**src/logic/bpu_branch_pkg.sv**
```systemverilog
package bpu_branch_pkg;

    localparam int ADDR_WIDTH = 32;

    // instruction address or branch target, word aligned
    typedef logic [ADDR_WIDTH-1:0] addr_t;

    // two-bit direction counter
    // high bit set predicts not taken
    typedef enum logic [1:0] {
        weak_taken       = 2'b00,
        strong_taken     = 2'b01,
        weak_not_taken   = 2'b10,
        strong_not_taken = 2'b11
    } counter_t;

    // branch plus its delay slot
    localparam addr_t FALL_THROUGH_OFFSET = 32'd8;

endpackage

```
**src/logic/bpu_table_pkg.sv**
```systemverilog
package bpu_table_pkg;

    localparam int BTB_ENTRIES  = 256;
    localparam int INDEX_WIDTH  = $clog2(BTB_ENTRIES);
    localparam int TAG_WIDTH    = 22;
    localparam int TARGET_WIDTH = 32;
    localparam int COUNT_WIDTH  = 2;
    localparam int ENTRY_WIDTH  = COUNT_WIDTH + TAG_WIDTH + TARGET_WIDTH;

    // where index and tag sit in a fetch address
    localparam int ADDR_INDEX_LSB = 2;                            // skip byte offset
    localparam int ADDR_TAG_LSB   = ADDR_INDEX_LSB + INDEX_WIDTH;

    // entry layout, counter on top and target at the bottom
    localparam int ENTRY_TARGET_LSB = 0;
    localparam int ENTRY_TAG_LSB    = ENTRY_TARGET_LSB + TARGET_WIDTH;
    localparam int ENTRY_COUNT_LSB  = ENTRY_TAG_LSB + TAG_WIDTH;

    typedef logic [INDEX_WIDTH-1:0] index_t;
    typedef logic [TAG_WIDTH-1:0]   tag_t;
    typedef logic [ENTRY_WIDTH-1:0] entry_t;

endpackage

```
**src/logic/bpu_update.sv**
```systemverilog
`timescale 1ns/1ps

module bpu_update
    import bpu_branch_pkg::*,
           bpu_table_pkg::*;
(
    input  logic     clk,
    input  logic     reset,
    // resolved branch from execute
    input  logic     res_is_branch,
    input  addr_t    res_pc,
    input  counter_t res_count,
    input  logic     res_taken,
    input  addr_t    res_target,
    // table write port
    output logic     wr_en,
    output index_t   wr_index,
    output entry_t   wr_entry
);

    logic     res_valid_q;
    addr_t    res_pc_q;
    counter_t res_count_q;
    logic     res_taken_q;
    addr_t    res_target_q;

    counter_t count_next;
    tag_t     wr_tag;

    always_ff @(posedge clk) begin
        if (reset) begin
            res_valid_q <= 1'b0;
        end else begin
            res_valid_q <= res_is_branch;
        end
    end

    // payload of the result, only meaningful with res_valid_q
    always_ff @(posedge clk) begin
        res_pc_q     <= res_pc;
        res_count_q  <= res_count;
        res_taken_q  <= res_taken;
        res_target_q <= res_target;
    end

    // saturating step of the direction counter
    always_comb begin
        count_next = res_count_q;
        if (res_taken_q) begin
            case (res_count_q)
                strong_not_taken: count_next = weak_not_taken;
                weak_not_taken:   count_next = weak_taken;
                weak_taken:       count_next = strong_taken;
                strong_taken:     count_next = strong_taken;  // saturate
                default:          count_next = weak_taken;
            endcase
        end else begin
            case (res_count_q)
                strong_taken:     count_next = weak_taken;
                weak_taken:       count_next = weak_not_taken;
                weak_not_taken:   count_next = strong_not_taken;
                strong_not_taken: count_next = strong_not_taken;  // saturate
                default:          count_next = weak_not_taken;
            endcase
        end
    end

    assign wr_tag   = res_pc_q[ADDR_TAG_LSB +: TAG_WIDTH];
    assign wr_en    = res_valid_q;
    assign wr_index = res_pc_q[ADDR_INDEX_LSB +: INDEX_WIDTH];
    assign wr_entry = {count_next, wr_tag, res_target_q};  // counter, tag, target

endmodule

```
**config.mk**
```make
export PLATFORM = sky130hd
export DESIGN_NAME = bpu_update
export DESIGN_NICKNAME = d
export VERILOG_FILES = /design/src/logic/bpu_branch_pkg.sv /design/src/logic/bpu_table_pkg.sv /design/src/logic/bpu_update.sv
export SDC_FILE = /design/constraint.sdc
export NUM_CORES = 1
export LEC_CHECK = 0
export ABC_AREA = 1
export BUFFER_PORTS_ARGS = -buffer_cell sky130_fd_sc_hd__buf_4
export CAP_MARGIN = 20
export CELL_PAD_IN_SITES_DETAIL_PLACEMENT = 1
export CELL_PAD_IN_SITES_GLOBAL_PLACEMENT = 1
export CORE_MARGIN = 5
export CORE_UTILIZATION = 26
export DETAILED_ROUTE_END_ITERATION = 10
export HOLD_SLACK_MARGIN = 0.06
export PLACE_DENSITY = 0.89
export RECOVER_POWER = 100
export SLEW_MARGIN = 20
export SYNTH_ARGS = -nofsm -noshare
export SYNTH_HDL_FRONTEND = slang
export SYNTH_SLANG_ARGS = --single-unit
```
**constraint.sdc**
```tcl
create_clock -name clk -period 1 [get_ports clk]
set_input_delay 0.1 -clock clk [delete_from_list [all_inputs] [get_ports clk]]
set_output_delay 0.1 -clock clk [all_outputs]
set_load 0.03 [all_outputs]
```
==> impl_summary.md <==
Worst setup path
The signal on the critical path passes through inv_2 -> nand2_1 -> nand2_1 -> buf_6. For this run, the slowest stage of the critical path takes 360 ps. The most numerous cell type found on the critical path is sky130_fd_sc_hd__nand2_1. STA classifies the critical path startpoint as a register. The classification of the worst setup path is reg2out. The category of the worst setup path capture point is an output port. In this design, the largest share of critical-path delay is due to flip-flops.

The signal arrival time at the worst endpoint is 970 ps. The critical path starts at res_taken_q$_DFF_P_. The data required time of the worst path is 900 ps.

The cell with the biggest individual delay on the critical path is sky130_fd_sc_hd__dfxtp_2. The maximum fanout encountered on the critical timing path is 3. The number of buffers and inverters on the critical path is 2.

STA
The relative slew slack is 0.873. Setup violations remaining at the end of the flow were counted as 2. In the finished design, the share of the clock period the worst path needs comes to 1.07. Derived from the worst setup path, the maximum achievable clock frequency is 936 MHz. The post-layout minimum cycle time is 1070 ps. The number of pins exceeding their max-slew limit in the final report was 0. The final worst setup slack is -68.3 ps. The total negative slack is -134 ps. The number of failing hold endpoints at the final stage was 0. Setup repair after global routing could not meet its margin everywhere. Hold is met by 431 ps.

The slew of the pin with the lowest slew margin is 191 ps.

GRT
The first global-routing pass estimated 8870 um of wire. For this run, the total global-route usage over all layers was measured as 0.186. The overall overflow remaining after global route is 0.

The largest net degree at the start of global routing is 11. The number of antenna violations at the first check in global routing is 0. The number of global-route vias before repair is 1697.

Yosys
The number of warnings printed during yosys synthesis is 0. Synthesis handed over a netlist of 75 instances. The post-synthesis async set-or-reset flop share is 0.

The number of storage elements in the synthesis netlist is 66. In the post-synthesis netlist, the biggest area contributors are sky130_fd_sc_hd__dfxtp_1, sky130_fd_sc_hd__nand2_1, sky130_fd_sc_hd__inv_1, sky130_fd_sc_hd__o21ai_1, sky130_fd_sc_hd__nor2_1. The top-area cell type share of the netlist area is 0.974. The cell area that synthesis handed to floorplanning was 1360 um^2. The number of flops mapped to enable cells by yosys is 0. The largest area contributor in the netlist is sky130_fd_sc_hd__dfxtp_1. In this run, distinct cell masters in the synthesized netlist total 5.

The most used standard cell by instance count after synthesis is sky130_fd_sc_hd__dfxtp_1. Among all flip-flop cells after synthesis, the most frequent one is sky130_fd_sc_hd__dfxtp_1. The number of nets in the synthesized netlist is 145. In the synthesized netlist, the cells that appear most often are sky130_fd_sc_hd__dfxtp_1, sky130_fd_sc_hd__nand2_1, sky130_fd_sc_hd__inv_1, sky130_fd_sc_hd__nor2_1, sky130_fd_sc_hd__o21ai_1. For this run, the register share of the synthesized area comes to 0.974. The average instance in the mapped netlist occupies 18.1 um^2.

Run status
The final reports fail on negative setup slack. The run finished, with violations left.

Placement
At the end of routability-driven placement, the weighted congestion stood at 0.747. The placed standard-cell area is 2430 um^2. The total of buffers placed on input and output ports is 132. The total placed cells including tap cells is 277. The final HPWL from detailed placement is 3320 um.

Floorplan
Measured along the y axis, the die boundary spans 82.2 um. The I/O pin total is 135. The placeable core area is 5070 um^2. The area of the die is 6760 um^2. The number of rows in the core area is 26. The initial utilization of the core area, before any placement, comes to 0.267.

The die span in x is 82.2 um.

Cells and area
The final design instance area without fill is 3170 um^2. The fraction of layout instances using a drive strength above 1 is 0.519. The core utilization of the finished layout is 0.625.

The layout overhead on the synthesized area is 134%. The net count of the finished layout is 355. The fill cell total of the finished layout is 532. The number of cells in the finished layout apart from fillers is 359. The number of antenna diodes in the final layout is 0.

Clock network
The tree is rooted in a sky130_fd_sc_hd__clkbuf_8. TritonCTS built the clock tree. CTS saw 66 sinks. The maximum level of the CTS H-tree is 3. In this run the deepest clock path goes through 2 buffers. The clock slew at the register clock pins of the worst setup and hold paths is 70 ps. The number of buffers added by the clock tree synthesis step is 9.

Worst hold path
The path class of the tightest hold or removal check is in2reg. The critical hold path startpoint is res_target[13].

Routing
In the routed design, unresolved DRC markers number 0. The total length of routed wires is 6070 um. Once detail routing completed, the nets flagged for antenna violations numbered 0. The DRC marker count from the first detailed-route iteration is 25. The per-cell routed wire length is 16.9 um. For this run, the detailed router's first-pass iteration total came to 4. Detailed routing inserted a total of 1394 vias.

Dividing the detail-routed via count by the number of cells gives 3.88.

Power and ir drop
The total power per unit cell area is 1790 nW/um^2. The total leakage power is 1.54 nW. The worst voltage drop across the vdd grid is 0.904 mV.

Job
The max-cap check violation count is 0.
[cell type report]
| type | count | area (um^2) | share of cell area |
|---|---|---|---|
| Sequential cell | 66 | 1330 | 0.418 |
| Clock buffer | 12 | 155 | 0.0489 |
| Inverter | 3 | 11.3 | 0.00355 |
| Clock inverter | 3 | 15.0 | 0.00473 |
| Multi-Input combinational cell | 6 | 27.5 | 0.00868 |
| Tap cell | 70 | 87.6 | 0.0276 |
| Timing Repair Buffer | 199 | 1550 | 0.489 |
[cells in the final DEF, fill, tap and decap left out, types with 3 or more instances in the layout]
cell type,n
sky130_fd_sc_hd__clkbuf_8,11
sky130_fd_sc_hd__dfxtp_2,3
sky130_fd_sc_hd__buf_4,4
sky130_fd_sc_hd__dlygate4sd3_1,67
sky130_fd_sc_hd__clkinv_2,3
sky130_fd_sc_hd__clkbuf_2,15
sky130_fd_sc_hd__buf_2,31
sky130_fd_sc_hd__clkbuf_4,79
sky130_fd_sc_hd__dfxtp_1,63
sky130_fd_sc_hd__nand2_1,4
[cells by family (layout without fill, tap and decap cells)]
family / count (synthesis) / after routing / share of synthesized area
AOI/OAI and AO/OA: 1 / 1 / 0.00369
buffers and inverters: 3 / 217 / 0.00830
and+or+nand+nor: 5 / 5 / 0.0138
DFF: 66 / 66 / 0.974
[final timing paths]
path / end / depth (start not counted)
max: wr_entry[54] / 4
min: res_target_q[13]$_DFF_P_ / 2
[metrics by stage]
step                power, mW  setup slack, ps
floorplan                3.17              146
global placement         3.58              290
detailed placement       3.60              229
CTS                      5.72            -80.6
global route             5.91             -120
finish                   5.67            -68.3
[repair_timing]
item,CTS,global route
hold buffers,67,0
pin swaps,1,0
endpoints found under the setup margin,2,2
setup buffers,0,0
endpoints found under the hold margin,66,0
gates resized for setup,7,0
[registers in the layout (all words and copies together) (netlist names)]
| name | cells |
|---|---|
| res_pc_q | 30 |
| res_count_q | 2 |
| res_taken_q | 1 |
| wr_en | 1 |
| res_target_q | 32 |
[where the power goes]
group	total, mW	switching [mW]	internal, mW
Combinational	0.892	0.452	0.440
Sequential	2.82	0.0442	2.77
Clock	1.96	0.948	1.01
[per-layer routing]
layer | vias to the layer above | routed length [um] | GRT usage
li1 | 645 | - | -
met1 | 648 | 1910 | 0.166
met2 | 87 | 3360 | 0.356
met3 | 14 | 656 | 0.0770
met4 | 0 | 144 | 0.0880
met5 | - | 0 | 0
Note: power is estimated with default switching activity, not from simulation.
