## config.mk

```make
export PLATFORM = sky130hd
export DESIGN_NAME = bpu_lookup
export DESIGN_NICKNAME = d
export VERILOG_FILES = /design/src/logic/bpu_branch_pkg.sv /design/src/logic/bpu_table_pkg.sv /design/src/logic/bpu_lookup.sv
export SDC_FILE = /design/constraint.sdc
export NUM_CORES = 1
export LEC_CHECK = 0
export BUFFER_PORTS_ARGS = -buffer_cell sky130_fd_sc_hd__buf_2
export CORE_MARGIN = 3
export CORE_UTILIZATION = 35
export DETAILED_ROUTE_END_ITERATION = 7
export GPL_TIMING_DRIVEN = 0
export PLACE_DENSITY = 0.86
export SETUP_SLACK_MARGIN = 0.05
export SYNTH_ARGS = -nofsm -noshare
export SYNTH_HDL_FRONTEND = slang
export SYNTH_SLANG_ARGS = --single-unit
```

## constraint.sdc

```tcl
create_clock -name clk -period 3.45 [get_ports clk]
set_clock_uncertainty 0.1 [all_clocks]
set_input_delay 0.8625 -clock clk [delete_from_list [all_inputs] [get_ports clk]]
set_output_delay 0.8625 -clock clk [all_outputs]
set_load 0.03 [all_outputs]
```

## src/logic/bpu_branch_pkg.sv

```systemverilog
package bpu_branch_pkg;

    localparam int ADDR_WIDTH = 32;

    // instruction address or branch target, word aligned
    typedef logic [ADDR_WIDTH-1:0] addr_t;

    // two-bit direction counter
    // high bit set predicts not taken
    typedef enum logic [1:0] {
        weak_taken       = 2'b00,
        strong_taken     = 2'b01,
        weak_not_taken   = 2'b10,
        strong_not_taken = 2'b11
    } counter_t;

    // branch plus its delay slot
    localparam addr_t FALL_THROUGH_OFFSET = 32'd8;

endpackage

```

## src/logic/bpu_table_pkg.sv

```systemverilog
package bpu_table_pkg;

    localparam int BTB_ENTRIES  = 256;
    localparam int INDEX_WIDTH  = $clog2(BTB_ENTRIES);
    localparam int TAG_WIDTH    = 22;
    localparam int TARGET_WIDTH = 32;
    localparam int COUNT_WIDTH  = 2;
    localparam int ENTRY_WIDTH  = COUNT_WIDTH + TAG_WIDTH + TARGET_WIDTH;

    // where index and tag sit in a fetch address
    localparam int ADDR_INDEX_LSB = 2;                            // skip byte offset
    localparam int ADDR_TAG_LSB   = ADDR_INDEX_LSB + INDEX_WIDTH;

    // entry layout, counter on top and target at the bottom
    localparam int ENTRY_TARGET_LSB = 0;
    localparam int ENTRY_TAG_LSB    = ENTRY_TARGET_LSB + TARGET_WIDTH;
    localparam int ENTRY_COUNT_LSB  = ENTRY_TAG_LSB + TAG_WIDTH;

    typedef logic [INDEX_WIDTH-1:0] index_t;
    typedef logic [TAG_WIDTH-1:0]   tag_t;
    typedef logic [ENTRY_WIDTH-1:0] entry_t;

endpackage

```

## src/logic/bpu_lookup.sv

```systemverilog
`timescale 1ns/1ps

module bpu_lookup
    import bpu_branch_pkg::*,
           bpu_table_pkg::*;
(
    input  logic     clk,
    input  logic     reset,
    // fetch side
    input  addr_t    next_pc,
    input  logic     next_pc_valid,
    input  addr_t    fetch_pc,
    // early decode of a direct jump
    input  logic     jump_direct,
    input  addr_t    jump_target,
    input  logic     ds_allowin,
    // table read port
    output logic     rd_en,
    output index_t   rd_index,
    input  entry_t   rd_entry,
    input  logic     rd_hit_valid,
    // prediction back to the pc mux
    output addr_t    pred_target,
    output logic     pred_valid,
    // registered copy for decode
    output logic     ds_valid,
    output logic     ds_taken,
    output counter_t ds_count,
    output addr_t    ds_target
);

    logic [COUNT_WIDTH-1:0] count_raw;
    counter_t               rd_count;
    tag_t                   rd_tag;
    addr_t                  rd_target;
    tag_t                   fetch_tag;
    logic                   hit;
    logic                   not_taken_hint;
    logic                   pred_taken;

    // read the table with the address fetched next
    assign rd_en    = next_pc_valid;
    assign rd_index = next_pc[ADDR_INDEX_LSB +: INDEX_WIDTH];

    // split the entry read last cycle
    assign count_raw = rd_entry[ENTRY_COUNT_LSB +: COUNT_WIDTH];
    assign rd_count  = counter_t'(count_raw);
    assign rd_tag    = rd_entry[ENTRY_TAG_LSB +: TAG_WIDTH];
    assign rd_target = rd_entry[ENTRY_TARGET_LSB +: TARGET_WIDTH];

    // fetch_pc is the address that was read
    assign fetch_tag      = fetch_pc[ADDR_TAG_LSB +: TAG_WIDTH];
    assign hit            = rd_hit_valid && (rd_tag == fetch_tag);
    assign not_taken_hint = count_raw[1];

    assign pred_valid = hit || jump_direct;

    // a decoded jump beats the table
    always_comb begin
        if (jump_direct) begin
            pred_target = jump_target;
        end else if (not_taken_hint) begin
            pred_target = fetch_pc + FALL_THROUGH_OFFSET;  // past the delay slot
        end else begin
            pred_target = rd_target;
        end
    end

    assign pred_taken = jump_direct ? 1'b1 : ~not_taken_hint;

    // decode register, held while decode stalls
    always_ff @(posedge clk) begin
        if (reset) begin
            ds_valid  <= 1'b0;
            ds_taken  <= 1'b0;
            ds_count  <= weak_taken;
            ds_target <= '0;
        end else if (ds_allowin) begin
            if (pred_valid) begin
                ds_valid  <= 1'b1;
                ds_taken  <= pred_taken;
                ds_count  <= rd_count;
                ds_target <= pred_target;
            end else begin
                ds_valid  <= 1'b0;          // no prediction for this slot
                ds_taken  <= 1'b0;
                ds_count  <= counter_t'(2'b00);
                ds_target <= '0;
            end
        end
    end

endmodule

```

==> impl_metrics.json, run 1 <==
{
  "postLayoutCellArea_mm2": 0.00413,
  "critPathKind": "in -> out",
  "number_of_flops_mapped_to_enable_cells_by_yosys": 0,
  "postSynthNetCount": 483,
  "r2r_start": "ds_taken",
  "design.die.area_mm2": 0.00850,
  "worst-path-max-fanout": 4,
  "grt_first_pass_wirelength_um": 17000,
  "design.core.area_mm2": 0.00698,
  "p_leak_nw": 1.98,
  "critPathSlowestCell": "or3_4",
  "relative_slew_margins_pct": 53.0,
  "startpoint": "fetch_pc[4]",
  "yosys.area_share.adder_pct": 0.481,
  "initial_core_util_pct": 37.2,
  "met1_layer_usage_reported_by_global_route_pct": 27.8,
  "post_synth_main_area_contributors": "dfxtp_1 (28%), xnor2_1 (13%), a22o_1 (8.8%), mux2i_1 (4.6%), a22oi_1 (4.0%)",
  "cts.sink_count": 36,
  "synth_xor_area_share_pct": 15.2,
  "combinational_family_with_the_most_area_after_synthesis": "compound AO/OA/AOI/OAI gates",
  "hpwlAfterDp_um": 9220,
  "average_via_count_per_standard_cell": 5.38,
  "drt_wl_total_um": 11400,
  "fin_ws_ns": -0.0190,
  "number_of_nets_at_the_end_of_the_flow": 694,
  "floorplan.rows": 30,
  "synthCells": 324,
  "post-layout-total-power_mw": 1.36,
  "grt_use_met2_pct": 45.5,
  "cts_hold_repair.buffers": 0,
  "yosys.cell_types.count": 41,
  "critical_path.endpoint_type": "primary output",
  "dominantRegCellSynth": "dfxtp_1",
  "final-hold-violation-count": 0,
  "worstSetupStartpointType": "input pin",
  "cts_buffer_depth": 2,
  "area_delta_synth_final_pct": 58.8,
  "finalCoreUtilization_pct": 59.1,
  "port_buffers": 200,
  "worstSkewPairLatency_ns": 0.29,
  "cts.root.buffer_cell": "clkbuf_8",
  "setup.worst_path.end": "pred_target[19]",
  "use_met3_pct": 7.55,
  "worstPathRequired_ns": 2.49,
  "critical_path.n_buffers_inverters": 2,
  "syn_avg_cell_area_um2": 8.02,
  "routed_wire_length_per_instance_um": 18.1,
  "synth_compound_gate_area_share_pct": 24.3,
  "tns_ns": -0.0190,
  "count_of_final_max_slew_check_failures": 0,
  "drt_iter0_markers": 190,
  "grt_use_total_pct": 25.6,
  "r2r_setup_slk_ns": 2.64,
  "placed_area_mm2": 0.00372,
  "fin_crit_sh_pct": 101,
  "power_density_mw_per_mm2": 330,
  "antenna_left": 0,
  "pin_count": 236,
  "layout.filler_cells": 640,
  "cp_data_arrival_time_ns": 2.51,
  "antenna_found_initial": 1,
  "regToRegEndpoint": "ds_taken",
  "grt_start_max_net_pins": 14,
  "maxCapViolCount": 0,
  "status": "finished with violations",
  "unrepaired_setup_endpoints_after_global_routing": "true",
  "critical_path.max_stage_delay_ns": 0.42,
  "total_area_of_multi_input_combinational_cells_mm2": 0.00186,
  "hold_path_class": "reg -> reg",
  "clock_tree.htree_level_count": 2,
  "syn_area_mm2": 0.00260,
  "violations": "negative setup slack",
  "place_worst_setup_slack_ns": -0.217,
  "synth-simple-area-share_pct": 20.3,
  "grt_pass1_vias": 3399,
  "drt_pre_antenna_iters": 4,
  "drt_drc_violations_left": 0,
  "yosys_warnings": 0,
  "grt_busiest_layer": "met2",
  "detailroute.via_count": 3397,
  "period_needed_ns": 3.47,
  "cts_tree": "done",
  "synth_top_cell_area_share_pct": 27.7,
  "clkSlewWorstSetupHoldPaths_ns": 0.08,
  "crit_family": "simple AND/OR/NAND/NOR gates",
  "ir_drop_uv": 209,
  "achievable-frequency_ghz": 0.288,
  "final_antenna_diode_count": 0,
  "layout.area.seq_um2": 721,
  "synth.mux.area_fraction_pct": 5.05,
  "synth-seq-area-share_pct": 27.7,
  "share_of_layout_cells_above_drive_strength_1_pct": 48.9,
  "die_y_um": 92.2,
  "synth-async-reset-ratio_pct": 0,
  "timing.critical_path.cells": "buf_8, ha_4, nand3_2, or3_4, or3_1, a31o_1, o21ai_2, buf_6",
  "timing_worst_slew_pin_value_ns": 0.702,
  "netlist.top_cell.by_area": "dfxtp_1",
  "globalplace.congestion": 0.862,
  "remaining_global_route_overflow": 0,
  "synth.ff_latch_count": 36,
  "worstRegToRegCells": 2,
  "critical_path_cell_count": 8,
  "report.final.setup_viol": 1,
  "cts_inserted_buffers": 5,
  "dieWidth_um": 92.2
}
-- cells in the final DEF (no fill, tap or decap), types with 5 or more instances in the layout --
| master | n |
|---|---|
| xnor2_1 | 37 |
| o21ai_1 | 5 |
| and3_1 | 5 |
| buf_4 | 24 |
| nand2_1 | 23 |
| xor2_1 | 7 |
| inv_1 | 8 |
| a21o_1 | 5 |
| nand4_1 | 9 |
| clkbuf_8 | 5 |
| a22oi_1 | 14 |
| a21oi_1 | 6 |
| nor3_2 | 6 |
| mux2i_1 | 12 |
| clkbuf_1 | 8 |
| o21ai_0 | 20 |
| nand3_1 | 11 |
| dfxtp_1 | 36 |
| a22o_1 | 26 |
| clkbuf_2 | 5 |
| buf_2 | 187 |
| nor2_1 | 25 |
-- state kept, by name (all words and copies together), names as in the netlist --
signal     cells
ds_target     32
ds_count       2
ds_valid       1
ds_taken       1
-- cells by family after synthesis --
logic type,after synthesis
AND/OR/NAND/NOR,102
AO/OA/AOI/OAI,90
adder cells (fa/ha/maj),1
XOR/XNOR,45
buffers and inverters,37
multiplexers,13
flip-flops,36
-- layout make-up --
type,count,area share (%)
clock buffer,5,1.67
sequential,36,17.5
tap,96,2.91
timing repair buffer,205,27.0
multi-input combinational,251,45.2
inverter,8,0.727
clock inverter,3,1.12
buffer,28,3.97
-- metrics by stage --
stage	hold slack, ns	std cells
after floorplan	0.490	324
after global routing	0.398	632
after detailed placement	0.350	620
final	0.372	632
after CTS	0.376	628
after global placement	0.346	620
-- cells in the mapped netlist, drive strengths merged, types with 10 or more instances --
| library cell | count |
|---|---|
| dfxtp | 36 |
| nand3 | 14 |
| nor2 | 25 |
| o21ai | 28 |
| mux2i | 12 |
| xnor2 | 38 |
| a22oi | 14 |
| nor3 | 10 |
| clkbuf | 13 |
| nand4 | 10 |
| nand2 | 24 |
| a22o | 26 |
| buf | 16 |
-- layer usage --
layer / up-vias / share of wire [%]
li1: 1604 / -
met1: 1568 / 37
met2: 187 / 50
met3: 36 / 9.2
met4: 2 / 3.5
met5: - / 0.11
-- worst min path at each step --
stage | start | endpoint | slack, ns | cells after the start
6_report | ds_target[15] | ds_target[15] | 0.37 | 1
3_5_place_dp | ds_target[7] | ds_target[7] | 0.35 | 1
2_1_floorplan | ds_target[5] | ds_target[5] | 0.49 | 2
4_1_cts | ds_target[19] | ds_target[19] | 0.38 | 1
5_1_grt | ds_target[26] | ds_target[26] | 0.40 | 1
3_3_place_gp | ds_valid | ds_valid | 0.35 | 2
-- where the power goes --
group	internal, mW	switching, mW	leakage, nW
logic	0.196	0.311	1.63
registers	0.435	0.0100	0.294
clock network	0.218	0.192	0.0548
total	0.849	0.513	1.98
-- repair_timing --
item                                    CTS  global route
hold endpoints to repair                  0             0
gates resized for setup                  32            41
pin swaps                                 3            17
setup buffers                             0             5
endpoints found under the setup margin   26            28
gates cloned                              0             0
(Power assumes the default switching activity.)
==> run 2: changes to the inputs <==
CELL_PAD_IN_SITES_DETAIL_PLACEMENT = 0   (was default)
CELL_PAD_IN_SITES_GLOBAL_PLACEMENT = 2   (was default)
CORE_UTILIZATION = 18   (was 35)
PLACE_DENSITY = 0.91   (was 0.86)
SLEW_MARGIN = 10   (was default)
==> run 2 against run 1 <==
  * The run still ends with negative setup slack left
  * Fmax down 1.6%
  * Utilization down 27 points
  * Sequential share of layout area down 1.3 points
  * Wire length up 14%
  * Die area up 87%
  * Non-clock buffer count up 13
  * Register-to-register slack better by 0.03 ns
  * Highest routed layer unchanged
==> impl_metrics.json, run 2 (synthesis gave the netlist of run 1 again) <==
{
  "setup.worst_path.end": "pred_target[19]",
  "routed_wire_length_per_instance_um": 17.9,
  "drt_wl_total_um": 13100,
  "ir_drop_uv": 160,
  "worstSkewPairLatency_ns": 0.29,
  "cts_hold_repair.buffers": 0,
  "detailroute.via_count": 3403,
  "p_leak_nw": 2.14,
  "post-layout-total-power_mw": 1.51,
  "clkSlewWorstSetupHoldPaths_ns": 0.06,
  "relative_slew_margins_pct": 51.5,
  "port_buffers": 200,
  "cts_tree": "done",
  "postLayoutCellArea_mm2": 0.00447,
  "antenna_found_initial": 1,
  "regToRegEndpoint": "ds_taken",
  "die_y_um": 126,
  "design.core.area_mm2": 0.0140,
  "maxCapViolCount": 0,
  "mostFrequentLayoutCells": "buf_2 (184), xnor2_1 (38), dfxtp_1 (36), buf_4 (32), a22o_1 (26)",
  "remaining_global_route_overflow": 0,
  "report.final.setup_viol": 1,
  "drt_drc_violations_left": 0,
  "cts_inserted_buffers": 5,
  "grt_first_pass_wirelength_um": 19200,
  "grt_pass1_vias": 3533,
  "unrepaired_setup_endpoints_after_global_routing": "true",
  "placed_area_mm2": 0.00383,
  "timing_worst_slew_pin_value_ns": 0.727,
  "final-hold-violation-count": 0,
  "clock_tree.htree_level_count": 2,
  "critPathKind": "in -> out",
  "r2r_start": "ds_taken",
  "period_needed_ns": 3.52,
  "r2r_setup_slk_ns": 2.67,
  "worstSetupStartpointType": "input pin",
  "final_common_cell": "buf_2",
  "fin_hold_ws_ns": 0.366,
  "globalplace.congestion": 0.851,
  "fin_ws_ns": -0.0749,
  "cts.root.buffer_cell": "clkbuf_16",
  "layout_top_registers": "ds_target: 32 flops, ds_count: 2 flops",
  "design.die.area_mm2": 0.0159,
  "hold_path_class": "reg -> reg",
  "hpwlAfterDp_um": 10600,
  "placed_cell_count": 704,
  "largest_reg_by_ff_count": "ds_target",
  "drt_iter0_markers": 112,
  "cts.sink_count": 36,
  "startpoint": "fetch_pc[4]",
  "count_of_final_max_slew_check_failures": 0,
  "antenna_left": 0,
  "number_of_nets_at_the_end_of_the_flow": 707,
  "worst-path-max-fanout": 3,
  "floorplan.rows": 43,
  "grt_start_max_net_pins": 13,
  "layout.filler_cells": 1528,
  "initial_core_util_pct": 18.6,
  "grt_use_total_pct": 15.6,
  "final_instance_count_excl_fillers": 729,
  "status": "finished with violations",
  "cts_buffer_depth": 2,
  "area_delta_synth_final_pct": 72.0,
  "violations": "negative setup slack",
  "worstPathRequired_ns": 2.49,
  "power_density_mw_per_mm2": 337,
  "average_via_count_per_standard_cell": 4.67,
  "critical_path.endpoint_type": "primary output",
  "share_of_layout_cells_above_drive_strength_1_pct": 50.6,
  "dieWidth_um": 126,
  "place_worst_setup_slack_ns": -0.409,
  "drt_pre_antenna_iters": 4,
  "fin_crit_sh_pct": 102,
  "achievable-frequency_ghz": 0.284,
  "pin_count": 236,
  "max_ffs_per_register": 32,
  "cp_data_arrival_time_ns": 2.56,
  "worstRegToRegCells": 2,
  "final_antenna_diode_count": 0
}
## run 2: cell types whose count changed in the layout (fill, tap and decap cells not counted), moves of 3 or more
cell       previous run  this run
buf_6                 3        12
nor3_2                6         2
buf_2               187       184
nor3_4                2         7
clkbuf_16             0         5
buf_4                24        32
clkbuf_8              5         0
## run 2: final cells by class
cell class | count | area [µm²] | share of cell area (%)
multi-input combinational | 251 | 1910 | 42.7
timing repair buffer | 217 | 1240 | 27.7
sequential | 36 | 721 | 16.1
tap | 180 | 225 | 5.04
buffer | 29 | 180 | 4.03
clock buffer | 5 | 125 | 2.80
clock inverter | 3 | 42.5 | 0.951
inverter | 8 | 30.0 | 0.672
## run 2: routing by layer
| metal | up-vias | part of all wire, % | global-route usage (%) |
|---|---|---|---|
| li1 | 1625 | - | - |
| met1 | 1581 | 41 | 18.5 |
| met2 | 179 | 48 | 27.3 |
| met3 | 16 | 9.2 | 4.88 |
| met4 | 2 | 1.6 | 4.04 |
| met5 | - | 0.061 | 0 |
## run 2: worst min path at each step
stage	from	end	slack, ns	cells past startpoint
4_1_cts	ds_target[5]	ds_target[5]	0.37	2
2_1_floorplan	ds_target[5]	ds_target[5]	0.49	2
3_5_place_dp	ds_target[27]	ds_target[27]	0.35	1
5_1_grt	ds_target[17]	ds_target[17]	0.39	1
6_report	ds_target[17]	ds_target[17]	0.37	1
3_3_place_gp	ds_valid	ds_valid	0.35	2
## run 2: report_power, final
part | internal, mW | switching, mW
combinational | 0.205 | 0.319
sequential | 0.435 | 0.0103
clock | 0.340 | 0.196
total | 0.980 | 0.526
## run 2: stage by stage
stage               utilization [%]  TNS (ns)
floorplan                         -         0
global placement               27.4     -5.05
detailed placement             27.4     -7.61
CTS                            30.4    -0.679
global route                   32.0    -0.325
finish                         32.0   -0.0749
## run 2: repair_timing
| item | in CTS | in global routing |
|---|---|---|
| endpoints found under the setup margin | 33 | 24 |
| buffers inserted | 9 | 8 |
| pin swaps | 15 | 14 |
| gates cloned | 0 | 0 |
| gates resized for setup | 47 | 44 |
## run 2: worst max-delay path, cell delays in order
cell	delay, ns
buf_8	0.08
ha_4	0.13
nand3_2	0.08
or3_1	0.37
buf_6	0.14
or3_1	0.34
a31o_1	0.22
o21ai_2	0.18
buf_6	0.16
